## config.mk

```make
export PLATFORM = sky130hd
export DESIGN_NAME = conv_engine
export DESIGN_NICKNAME = d
export VERILOG_FILES = /design/src/hdl/conv_pkg.sv /design/src/hdl/conv_ctrl_path.sv /design/src/hdl/in_fm_buffer.sv /design/src/hdl/conv_lane.sv /design/src/hdl/out_fm_writer.sv /design/src/hdl/conv_engine.sv
export VERILOG_INCLUDE_DIRS = /design/src /design/src/include
export SDC_FILE = /design/constraint.sdc
export NUM_CORES = 2
export LEC_CHECK = 0
export BUFFER_PORTS_ARGS = -buffer_cell sky130_fd_sc_hd__buf_2
export CAP_MARGIN = 25
export CORE_MARGIN = 2
export CORE_UTILIZATION = 60
export CTS_BUF_LIST = sky130_fd_sc_hd__clkbuf_4
export DETAILED_ROUTE_END_ITERATION = 12
export GPL_ROUTABILITY_DRIVEN = 0
export PLACE_DENSITY = 0.76
export SYNTH_ARGS = -nofsm -noshare
export SYNTH_HDL_FRONTEND = slang
export SYNTH_SLANG_ARGS = --single-unit
```

## constraint.sdc

```tcl
create_clock -name clk -period 12.6 [get_ports clk]
set_input_delay 2.52 -clock clk [delete_from_list [all_inputs] [get_ports clk]]
set_output_delay 2.52 -clock clk [all_outputs]
set_load 0.05 [all_outputs]
```

## src/include/conv_consts.svh

```systemverilog
// Convolution engine constants
`ifndef CONV_CONSTS_SVH
`define CONV_CONSTS_SVH

// Input tile geometry
`define CONV_TR 6
`define CONV_TC 6

// Kernel size, stride is fixed at 1
`define CONV_K 3

// Channel counts, one lane per output channel
`define CONV_IN_CH 2
`define CONV_OUT_CH 4

// Output tile geometry
`define CONV_OR (`CONV_TR - `CONV_K + 1)
`define CONV_OC (`CONV_TC - `CONV_K + 1)

// Taps summed into each output pixel
`define CONV_TAPS (`CONV_K * `CONV_K * `CONV_IN_CH)

`define CONV_DATA_W 8
`define CONV_ACC_W 24

`endif

```

## src/hdl/conv_pkg.sv

```systemverilog
// Convolution engine types
`include "conv_consts.svh"

package conv_pkg;

    // Signed datapath values
    typedef logic signed [`CONV_DATA_W-1:0] pixel_t;
    typedef logic signed [`CONV_DATA_W-1:0] weight_t;
    typedef logic signed [`CONV_ACC_W-1:0] acc_t;

    // Input buffer address, laid out as channel, row, column
    typedef logic [$clog2(`CONV_IN_CH * `CONV_TR * `CONV_TC)-1:0] in_addr_t;

    // Weight address in one lane, laid out as channel, kernel row, kernel column
    typedef logic [$clog2(`CONV_TAPS)-1:0] w_addr_t;

    // Lane select
    typedef logic [$clog2(`CONV_OUT_CH)-1:0] lane_t;

    // Output pixel index in one channel, row major
    typedef logic [$clog2(`CONV_OR * `CONV_OC)-1:0] out_addr_t;

endpackage

```

## src/hdl/conv_ctrl_path.sv

```systemverilog
// Convolution control path
`include "conv_consts.svh"

module conv_ctrl_path (
    input  logic                clk,
    input  logic                rst,
    input  logic                start,
    input  logic                done,
    output logic                busy,
    output conv_pkg::in_addr_t  in_addr,
    output conv_pkg::w_addr_t   w_addr,
    output logic                tap_valid,
    output logic                tap_first,
    output logic                tap_last
);

    logic                               start_q;
    logic                               start_go;
    logic                               active;
    logic                               issue;

    // Tap counters, innermost first
    logic [$clog2(`CONV_K)-1:0]         kc;
    logic [$clog2(`CONV_K)-1:0]         kr;
    logic [$clog2(`CONV_IN_CH)-1:0]     ch;
    logic [$clog2(`CONV_OC)-1:0]        ocol;
    logic [$clog2(`CONV_OR)-1:0]        orow;

    logic                               kc_wrap;
    logic                               kr_wrap;
    logic                               ch_wrap;
    logic                               oc_wrap;
    logic                               tile_end;
    logic                               first_tap;

    // Rising edge of start, ignored while a run is in flight
    always_ff @(posedge clk or posedge rst) begin
        if (rst) begin
            start_q <= 1'b0;
        end else begin
            start_q <= start;
        end
    end

    assign start_go = start && !start_q && !busy;

    always_ff @(posedge clk or posedge rst) begin
        if (rst) begin
            busy <= 1'b0;
        end else if (start_go) begin
            busy <= 1'b1;
        end else if (done) begin
            busy <= 1'b0;
        end
    end

    // Tap issue runs from the start edge until the last tap of the tile
    always_ff @(posedge clk or posedge rst) begin
        if (rst) begin
            active <= 1'b0;
        end else if (start_go) begin
            active <= 1'b1;
        end else if (issue && tile_end) begin
            active <= 1'b0;
        end
    end

    assign issue = start_go || active;

    // Carry chain of the nested counters
    assign kc_wrap   = (kc == `CONV_K - 1);
    assign kr_wrap   = kc_wrap && (kr == `CONV_K - 1);
    assign ch_wrap   = kr_wrap && (ch == `CONV_IN_CH - 1);
    assign oc_wrap   = ch_wrap && (ocol == `CONV_OC - 1);
    assign tile_end  = oc_wrap && (orow == `CONV_OR - 1);
    assign first_tap = (kc == 0) && (kr == 0) && (ch == 0);

    always_ff @(posedge clk or posedge rst) begin
        if (rst) begin
            kc   <= '0;
            kr   <= '0;
            ch   <= '0;
            ocol <= '0;
            orow <= '0;
        end else if (issue) begin
            kc <= kc_wrap ? '0 : kc + 1'b1;
            if (kc_wrap) begin
                kr <= (kr == `CONV_K - 1) ? '0 : kr + 1'b1;
            end
            if (kr_wrap) begin
                ch <= (ch == `CONV_IN_CH - 1) ? '0 : ch + 1'b1;
            end
            if (ch_wrap) begin
                ocol <= (ocol == `CONV_OC - 1) ? '0 : ocol + 1'b1;
            end
            if (oc_wrap) begin
                orow <= (orow == `CONV_OR - 1) ? '0 : orow + 1'b1;
            end
        end
    end

    // Addresses and strobes leave together from one register stage
    always_ff @(posedge clk or posedge rst) begin
        if (rst) begin
            in_addr   <= '0;
            w_addr    <= '0;
            tap_valid <= 1'b0;
            tap_first <= 1'b0;
            tap_last  <= 1'b0;
        end else begin
            tap_valid <= issue;
            tap_first <= issue && first_tap;
            tap_last  <= issue && ch_wrap;
            if (issue) begin
                in_addr <= conv_pkg::in_addr_t'(ch * (`CONV_TR * `CONV_TC)
                           + (orow + kr) * `CONV_TC + (ocol + kc));
                w_addr  <= conv_pkg::w_addr_t'(ch * (`CONV_K * `CONV_K)
                           + kr * `CONV_K + kc);
            end
        end
    end

endmodule

```

## src/hdl/in_fm_buffer.sv

```systemverilog
// Input tile buffer
`include "conv_consts.svh"

module in_fm_buffer (
    input  logic                clk,
    input  logic                rst,
    input  logic                wr_en,
    input  conv_pkg::in_addr_t  wr_addr,
    input  conv_pkg::pixel_t    wr_data,
    input  conv_pkg::in_addr_t  rd_addr,
    input  logic                tap_valid,
    input  logic                tap_first,
    input  logic                tap_last,
    output conv_pkg::pixel_t    pixel,
    output logic                pix_valid,
    output logic                pix_first,
    output logic                pix_last
);

    // Whole input tile, all channels
    conv_pkg::pixel_t mem [`CONV_IN_CH * `CONV_TR * `CONV_TC];

    always_ff @(posedge clk) begin
        if (wr_en) begin
            mem[wr_addr] <= wr_data;
        end
        pixel <= mem[rd_addr];
    end

    // Strobes follow the read data by the same cycle
    always_ff @(posedge clk or posedge rst) begin
        if (rst) begin
            pix_valid <= 1'b0;
            pix_first <= 1'b0;
            pix_last  <= 1'b0;
        end else begin
            pix_valid <= tap_valid;
            pix_first <= tap_first;
            pix_last  <= tap_last;
        end
    end

endmodule

```

## src/hdl/conv_lane.sv

```systemverilog
// Output channel lane
`include "conv_consts.svh"

module conv_lane (
    input  logic                clk,
    input  logic                rst,
    input  logic                w_wr_en,
    input  conv_pkg::w_addr_t   w_wr_addr,
    input  conv_pkg::weight_t   w_wr_data,
    input  conv_pkg::w_addr_t   w_rd_addr,
    input  conv_pkg::pixel_t    pixel,
    input  logic                pix_valid,
    input  logic                pix_first,
    input  logic                pix_last,
    output conv_pkg::acc_t      result,
    output logic                result_valid
);

    // Kernel weights of this output channel
    conv_pkg::weight_t                   w_mem [`CONV_TAPS];
    conv_pkg::weight_t                   weight;
    logic signed [2*`CONV_DATA_W-1:0]    prod;
    conv_pkg::acc_t                      prod_ext;
    conv_pkg::acc_t                      acc;

    // Weight read lines up with the pixel read in the feeder
    always_ff @(posedge clk) begin
        if (w_wr_en) begin
            w_mem[w_wr_addr] <= w_wr_data;
        end
        weight <= w_mem[w_rd_addr];
    end

    assign prod     = pixel * weight;
    assign prod_ext = conv_pkg::acc_t'(prod);

    // First tap of a pixel restarts the sum
    always_ff @(posedge clk) begin
        if (pix_valid) begin
            if (pix_first) begin
                acc <= prod_ext;
            end else begin
                acc <= acc + prod_ext;
            end
        end
    end

    always_ff @(posedge clk or posedge rst) begin
        if (rst) begin
            result_valid <= 1'b0;
        end else begin
            result_valid <= pix_valid && pix_last;
        end
    end

    // Sum is complete while result_valid is high
    assign result = acc;

endmodule

```

## src/hdl/out_fm_writer.sv

```systemverilog
// Output tile writer
`include "conv_consts.svh"

module out_fm_writer (
    input  logic                clk,
    input  logic                rst,
    input  conv_pkg::acc_t      result [`CONV_OUT_CH],
    input  logic                result_valid,
    input  conv_pkg::lane_t     rd_lane,
    input  conv_pkg::out_addr_t rd_addr,
    output conv_pkg::acc_t      rd_data,
    output logic                done
);

    localparam int OUT_PIX = `CONV_OR * `CONV_OC;

    // One bank per lane, indexed by output pixel
    conv_pkg::acc_t         bank [`CONV_OUT_CH][OUT_PIX];
    conv_pkg::out_addr_t    out_addr;
    logic                   last_pix;

    assign last_pix = (out_addr == OUT_PIX - 1);

    // Write pointer shared by all lanes
    always_ff @(posedge clk or posedge rst) begin
        if (rst) begin
            out_addr <= '0;
        end else if (result_valid) begin
            out_addr <= last_pix ? '0 : out_addr + 1'b1;
        end
    end

    always_ff @(posedge clk) begin
        if (result_valid) begin
            for (int l = 0; l < `CONV_OUT_CH; l++) begin
                bank[l][out_addr] <= result[l];
            end
        end
    end

    // Tile finished after the last pixel lands
    always_ff @(posedge clk or posedge rst) begin
        if (rst) begin
            done <= 1'b0;
        end else begin
            done <= result_valid && last_pix;
        end
    end

    // Readback, one cycle latency
    always_ff @(posedge clk) begin
        rd_data <= bank[rd_lane][rd_addr];
    end

endmodule

```

## src/hdl/conv_engine.sv

```systemverilog
// Convolution engine top
`include "conv_consts.svh"

module conv_engine (
    input  logic                clk,
    input  logic                rst,
    input  logic                in_wr_en,
    input  conv_pkg::in_addr_t  in_wr_addr,
    input  conv_pkg::pixel_t    in_wr_data,
    input  logic                w_wr_en,
    input  conv_pkg::lane_t     w_wr_lane,
    input  conv_pkg::w_addr_t   w_wr_addr,
    input  conv_pkg::weight_t   w_wr_data,
    input  logic                start,
    input  conv_pkg::lane_t     out_rd_lane,
    input  conv_pkg::out_addr_t out_rd_addr,
    output conv_pkg::acc_t      out_rd_data,
    output logic                busy,
    output logic                done
);

    conv_pkg::in_addr_t         in_addr;
    conv_pkg::w_addr_t          w_addr;
    logic                       tap_valid;
    logic                       tap_first;
    logic                       tap_last;

    conv_pkg::pixel_t           pixel;
    logic                       pix_valid;
    logic                       pix_first;
    logic                       pix_last;

    conv_pkg::acc_t             lane_result [`CONV_OUT_CH];
    logic [`CONV_OUT_CH-1:0]    lane_valid;
    logic                       result_valid;

    conv_ctrl_path u_ctrl (
        .clk       (clk),
        .rst       (rst),
        .start     (start),
        .done      (done),
        .busy      (busy),
        .in_addr   (in_addr),
        .w_addr    (w_addr),
        .tap_valid (tap_valid),
        .tap_first (tap_first),
        .tap_last  (tap_last)
    );

    // Single feeder broadcasting to every lane
    in_fm_buffer u_in_buf (
        .clk       (clk),
        .rst       (rst),
        .wr_en     (in_wr_en),
        .wr_addr   (in_wr_addr),
        .wr_data   (in_wr_data),
        .rd_addr   (in_addr),
        .tap_valid (tap_valid),
        .tap_first (tap_first),
        .tap_last  (tap_last),
        .pixel     (pixel),
        .pix_valid (pix_valid),
        .pix_first (pix_first),
        .pix_last  (pix_last)
    );

    for (genvar g = 0; g < `CONV_OUT_CH; g++) begin : g_lane
        logic lane_w_en;

        // Weight writes reach only the selected lane
        assign lane_w_en = w_wr_en && (w_wr_lane == conv_pkg::lane_t'(g));

        conv_lane u_lane (
            .clk          (clk),
            .rst          (rst),
            .w_wr_en      (lane_w_en),
            .w_wr_addr    (w_wr_addr),
            .w_wr_data    (w_wr_data),
            .w_rd_addr    (w_addr),
            .pixel        (pixel),
            .pix_valid    (pix_valid),
            .pix_first    (pix_first),
            .pix_last     (pix_last),
            .result       (lane_result[g]),
            .result_valid (lane_valid[g])
        );
    end

    // Lanes share strobes and pulse together
    assign result_valid = &lane_valid;

    out_fm_writer u_out_wr (
        .clk          (clk),
        .rst          (rst),
        .result       (lane_result),
        .result_valid (result_valid),
        .rd_lane      (out_rd_lane),
        .rd_addr      (out_rd_addr),
        .rd_data      (out_rd_data),
        .done         (done)
    );

endmodule

```

==> flow_metrics.env <==
export IMPL_status="completed"
export IMPL_antenna_found_initial=6
export IMPL_crit_path_dat_ps=8150
export IMPL_wirelength_mm=261
export IMPL_leakagePower_nw=46.2
export IMPL_vias=62668
export IMPL_critical_path_class="flop to flop"
export IMPL_drt_drc_violations_left=0
export IMPL_grt_use_total_pct=25.4
export IMPL_setup_viol=0
export IMPL_antenna_left=0
export IMPL_worstPathRequired_ps=13760
export IMPL_dominantRegCellSynth="sky130_fd_sc_hd__edfxtp_1"
export IMPL_core_rowCount=166
export IMPL_timing_rr_end="g_lane[3].u_lane.result[23]"
export IMPL_dr_first_iter_drc_count=6430
export IMPL_layout_min_cycle_time_ps=6990
export IMPL_synth_most_common_cell="sky130_fd_sc_hd__edfxtp_1"
export IMPL_post_synth_top_area_cell="sky130_fd_sc_hd__edfxtp_1"
export IMPL_cts_hold_buffers_added=0
export IMPL_routedWlPerCell_um=25.7
export IMPL_cts_resized_gates=0
export IMPL_timing_hold_violations_final=0
export IMPL_pwr_share_clk_pct=33.8
export IMPL_period_share_pct=55.4
export IMPL_syn_cell_area_sq_um=124000
export IMPL_vias_in_the_first_global_route=65590
export IMPL_initial_core_util_pct=60.4
export IMPL_cts_reportedPaths_clkPinSlew_ps=60
export IMPL_worst_hold_startpoint="u_ctrl.tap_first"
export IMPL_filler_cell_count=13343
export IMPL_core_area_sq_um=205000
export IMPL_regToRegSetupSlack_ps=5610
export IMPL_yosysWarningCount=0
export IMPL_netlist_top_cells_area="sky130_fd_sc_hd__edfxtp_1 (67%), sky130_fd_sc_hd__mux4_2 (15%), sky130_fd_sc_hd__fa_1 (3.7%)"
export IMPL_drive_gt1_share_pct=28.9
export IMPL_drt_pre_antenna_iters=6
export IMPL_combinationalPowerShare_pct=9.9
export IMPL_worst_path_max_fanout=32
export IMPL_fin_worst_skew_ps=115
export IMPL_synth_cells=6370
export IMPL_rsz_0062_raised_after_global_routing="no"
export IMPL_pwr_share_seq_pct=56.3
export IMPL_count_of_flip_flops_with_a_built_in_enable_after_synthesis=2784
export IMPL_timing_reg2reg_worst_path_depth=26
export IMPL_ys_seq_area_share_pct=69.2
export IMPL_grt_max_degree=138
export IMPL_hold_end="u_in_buf.pix_first"
export IMPL_power_density_cell_area_nw_per_um2=164
export IMPL_detail_route_vias_per_cell=6.16
export IMPL_yosys_register_bits=2884
export IMPL_rr_startpoint="u_in_buf.pixel[5]"
export IMPL_ir_worst_vdd_uv=121
export IMPL_source_to_sink_clock_delay_at_the_later_pin_of_the_worst_skew_pair_ps=1490
export IMPL_final_net_count=7493
export IMPL_cts_sinks=2884
export IMPL_fmax_mhz=143
export IMPL_tightestPinTransition_ps=1050
export IMPL_chipHeight_um=458
export IMPL_grt_pass1_wl_mm=399
export IMPL_area_growth_pct=10.1
export IMPL_slew_violations=0
export IMPL_die_w_um=458
export IMPL_htree_levels=6
export IMPL_hp_class="flop to flop"
export IMPL_setup_tns_ps=0
export IMPL_asyncSetResetFlopFracSynth_pct=1.25
export IMPL_max_clock_path_buffers=4
export IMPL_global_route_overflow_total=0
export IMPL_p_sw_share_pct=26.3
export IMPL_fin_worst_hold_slack_ps=352
export IMPL_nature_of_the_critical_path_endpoint="flop"
export IMPL_max_cap_violations=0
export IMPL_synth_top_cell_area_share_pct=67.5
export IMPL_cts_root_buf="sky130_fd_sc_hd__clkbuf_4"
export IMPL_multiInputGateArea_sq_um=35700
export IMPL_internal_power_consumption_mw=16.4
export IMPL_critical_path_startpoint="u_in_buf.pixel[5]"
export IMPL_port_buffers=66
export IMPL_cts_post_setup_buffers_inserted=0
export IMPL_synth_net_count=6883
export IMPL_max_slew_margin_pct=29.9
export IMPL_register_area_sq_um=85800
export IMPL_tritoncts_clock_tree="built"
export IMPL_critPathLaunchType="flop"
export IMPL_min_path_cells=0
export IMPL_die_area_sq_um=210000
export IMPL_yosysUniqueCellTypes=61
export IMPL_cts_inserted_buffers=715
export IMPL_io_pins=67
export IMPL_dp_final_hpwl_mm=156
export IMPL_yosys_top_cells_count="sky130_fd_sc_hd__edfxtp_1 (2784), sky130_fd_sc_hd__mux4_2 (848), sky130_fd_sc_hd__inv_1 (381)"
export IMPL_power_switching_mw=5.86
export IMPL_syn_area_per_cell_sq_um=19.4
[layout by cell type (no fill, tap or decap), types with 17 or more instances in the layout]
| cell type | synthesis | final |
|---|---|---|
| sky130_fd_sc_hd__clkinv_2 | 0 | 19 |
| sky130_fd_sc_hd__and2_1 | 181 | 181 |
| sky130_fd_sc_hd__dfrtp_1 | 36 | 27 |
| sky130_fd_sc_hd__edfxtp_1 | 2784 | 2784 |
| sky130_fd_sc_hd__inv_1 | 381 | 380 |
| sky130_fd_sc_hd__o21bai_1 | 23 | 23 |
| sky130_fd_sc_hd__mux4_2 | 848 | 848 |
| sky130_fd_sc_hd__and3_1 | 17 | 17 |
| sky130_fd_sc_hd__nand2b_1 | 25 | 25 |
| sky130_fd_sc_hd__xor2_1 | 48 | 48 |
| sky130_fd_sc_hd__ha_1 | 241 | 241 |
| sky130_fd_sc_hd__nor2_1 | 266 | 253 |
| sky130_fd_sc_hd__xnor2_1 | 89 | 86 |
| sky130_fd_sc_hd__nand2_1 | 202 | 202 |
| sky130_fd_sc_hd__nor3_1 | 32 | 29 |
| sky130_fd_sc_hd__o21a_1 | 23 | 23 |
| sky130_fd_sc_hd__a21o_1 | 59 | 59 |
| sky130_fd_sc_hd__clkbuf_4 | 0 | 1048 |
| sky130_fd_sc_hd__clkinv_1 | 1 | 124 |
| sky130_fd_sc_hd__nor2b_1 | 36 | 36 |
| sky130_fd_sc_hd__buf_2 | 54 | 61 |
| sky130_fd_sc_hd__dfxtp_1 | 64 | 64 |
| sky130_fd_sc_hd__mux2i_1 | 45 | 45 |
| sky130_fd_sc_hd__fa_1 | 231 | 231 |
| sky130_fd_sc_hd__mux2_2 | 21 | 21 |
| sky130_fd_sc_hd__buf_4 | 0 | 87 |
| sky130_fd_sc_hd__nand3_1 | 46 | 46 |
| sky130_fd_sc_hd__a21oi_1 | 147 | 147 |
| sky130_fd_sc_hd__o21ai_0 | 113 | 113 |
[routing by layer]
| metal | vias to the layer above | global-route usage (%) | part of all wire [%] |
|---|---|---|---|
| met3 | 395 | 4.81 | 7.4 |
| met5 | - | 0 | 0.014 |
| met1 | 32633 | 34.9 | 40 |
| met4 | 6 | 7.93 | 2.4 |
| met2 | 2658 | 41.8 | 50 |
| li1 | 26976 | - | - |
[flip-flops by register name, summed over array words and instances (netlist names), 2 cells and up]
register and cells:
g_lane.u_lane.result 96, g_lane.u_lane.w_mem 576, g_lane.u_lane.weight 32, u_ctrl.in_addr 7, u_ctrl.kc 2, u_ctrl.kr 2, u_ctrl.ocol 2, u_ctrl.orow 2
u_ctrl.w_addr 5, u_in_buf.mem 576, u_in_buf.pixel 8, u_out_wr.bank 1536, u_out_wr.out_addr 4, u_out_wr.rd_data 24
[through the flow]
step	power (mW)	setup WS (ps)	instances	instance area (sq um)	utilization, %
final	22.3	5610	10175	136000	66.5
after global routing	23.3	5180	10172	136000	66.5
after CTS	22.5	5600	10164	136000	66.4
after detailed placement	15.0	5560	8946	127000	62.1
after global placement	14.9	5680	8943	127000	62.1
after floorplan	13.8	4680	6370	124000	-
[critical path, cell delays in order, from the launching register on]
cell                       delay (ps)
sky130_fd_sc_hd__dfxtp_1          300
sky130_fd_sc_hd__buf_4            240
sky130_fd_sc_hd__and2_1           220
sky130_fd_sc_hd__fa_1             530
sky130_fd_sc_hd__inv_1             50
sky130_fd_sc_hd__fa_1             520
sky130_fd_sc_hd__inv_1             50
sky130_fd_sc_hd__fa_1             480
sky130_fd_sc_hd__inv_1             50
sky130_fd_sc_hd__fa_1             470
sky130_fd_sc_hd__inv_1             40
sky130_fd_sc_hd__ha_1             310
sky130_fd_sc_hd__nand2_1           70
sky130_fd_sc_hd__o21ai_0          140
sky130_fd_sc_hd__nor4_1           320
sky130_fd_sc_hd__o22ai_1          150
sky130_fd_sc_hd__o41ai_1          450
sky130_fd_sc_hd__xnor2_2          370
sky130_fd_sc_hd__ha_1             470
sky130_fd_sc_hd__a21o_1           190
sky130_fd_sc_hd__a21o_1           180
sky130_fd_sc_hd__o21bai_1         150
sky130_fd_sc_hd__a21o_1           170
sky130_fd_sc_hd__a21o_1           180
sky130_fd_sc_hd__o21a_1           160
sky130_fd_sc_hd__or3_1            360
sky130_fd_sc_hd__xnor2_1          130
[logic make-up after synthesis]
logic type | count (synthesis) | share of synthesized area (%)
buffers and inverters | 650 | 2.05
and+or+nand+nor | 866 | 3.39
adders and majority gates | 472 | 6.17
muxes | 914 | 16.0
AOI/OAI and AO/OA | 447 | 2.21
DFF | 2884 | 69.2
xor gates and xnor gates | 137 | 0.969
[worst max-delay path by stage]
stage / depth (start not counted) / slack [ps] / end
3_3_place_gp: 26 / 5680 / g_lane[3].u_lane.result[23]
3_5_place_dp: 26 / 5560 / g_lane[3].u_lane.result[23]
4_1_cts: 26 / 5600 / g_lane[3].u_lane.result[23]
5_1_grt: 26 / 5180 / g_lane[3].u_lane.result[23]
2_1_floorplan: 4 / 4680 / u_out_wr.bank[0][312]
6_report: 26 / 5610 / g_lane[3].u_lane.result[23]
[power by group through the flow]
| stage | logic [mW] | clock network, mW | registers [mW] |
|---|---|---|---|
| final | 2.22 | 7.54 | 12.5 |
| after global placement | 2.11 | 0 | 12.8 |
| after floorplan | 1.65 | 0 | 12.1 |
| after global routing | 2.46 | 8.20 | 12.6 |
| after detailed placement | 2.18 | 0 | 12.8 |
| after CTS | 2.20 | 7.73 | 12.6 |
[final cells by class]
type / count / area share [%]
diodes: 6 / 0.0110
flip-flops and latches: 2884 / 62.9
multi-input cells: 2836 / 26.2
clock inverters: 170 / 0.680
clock buffers: 1048 / 5.77
inverters: 382 / 1.05
well taps: 2688 / 2.47
repair buffers: 161 / 0.908
Power figures use the tool's default switching activity.
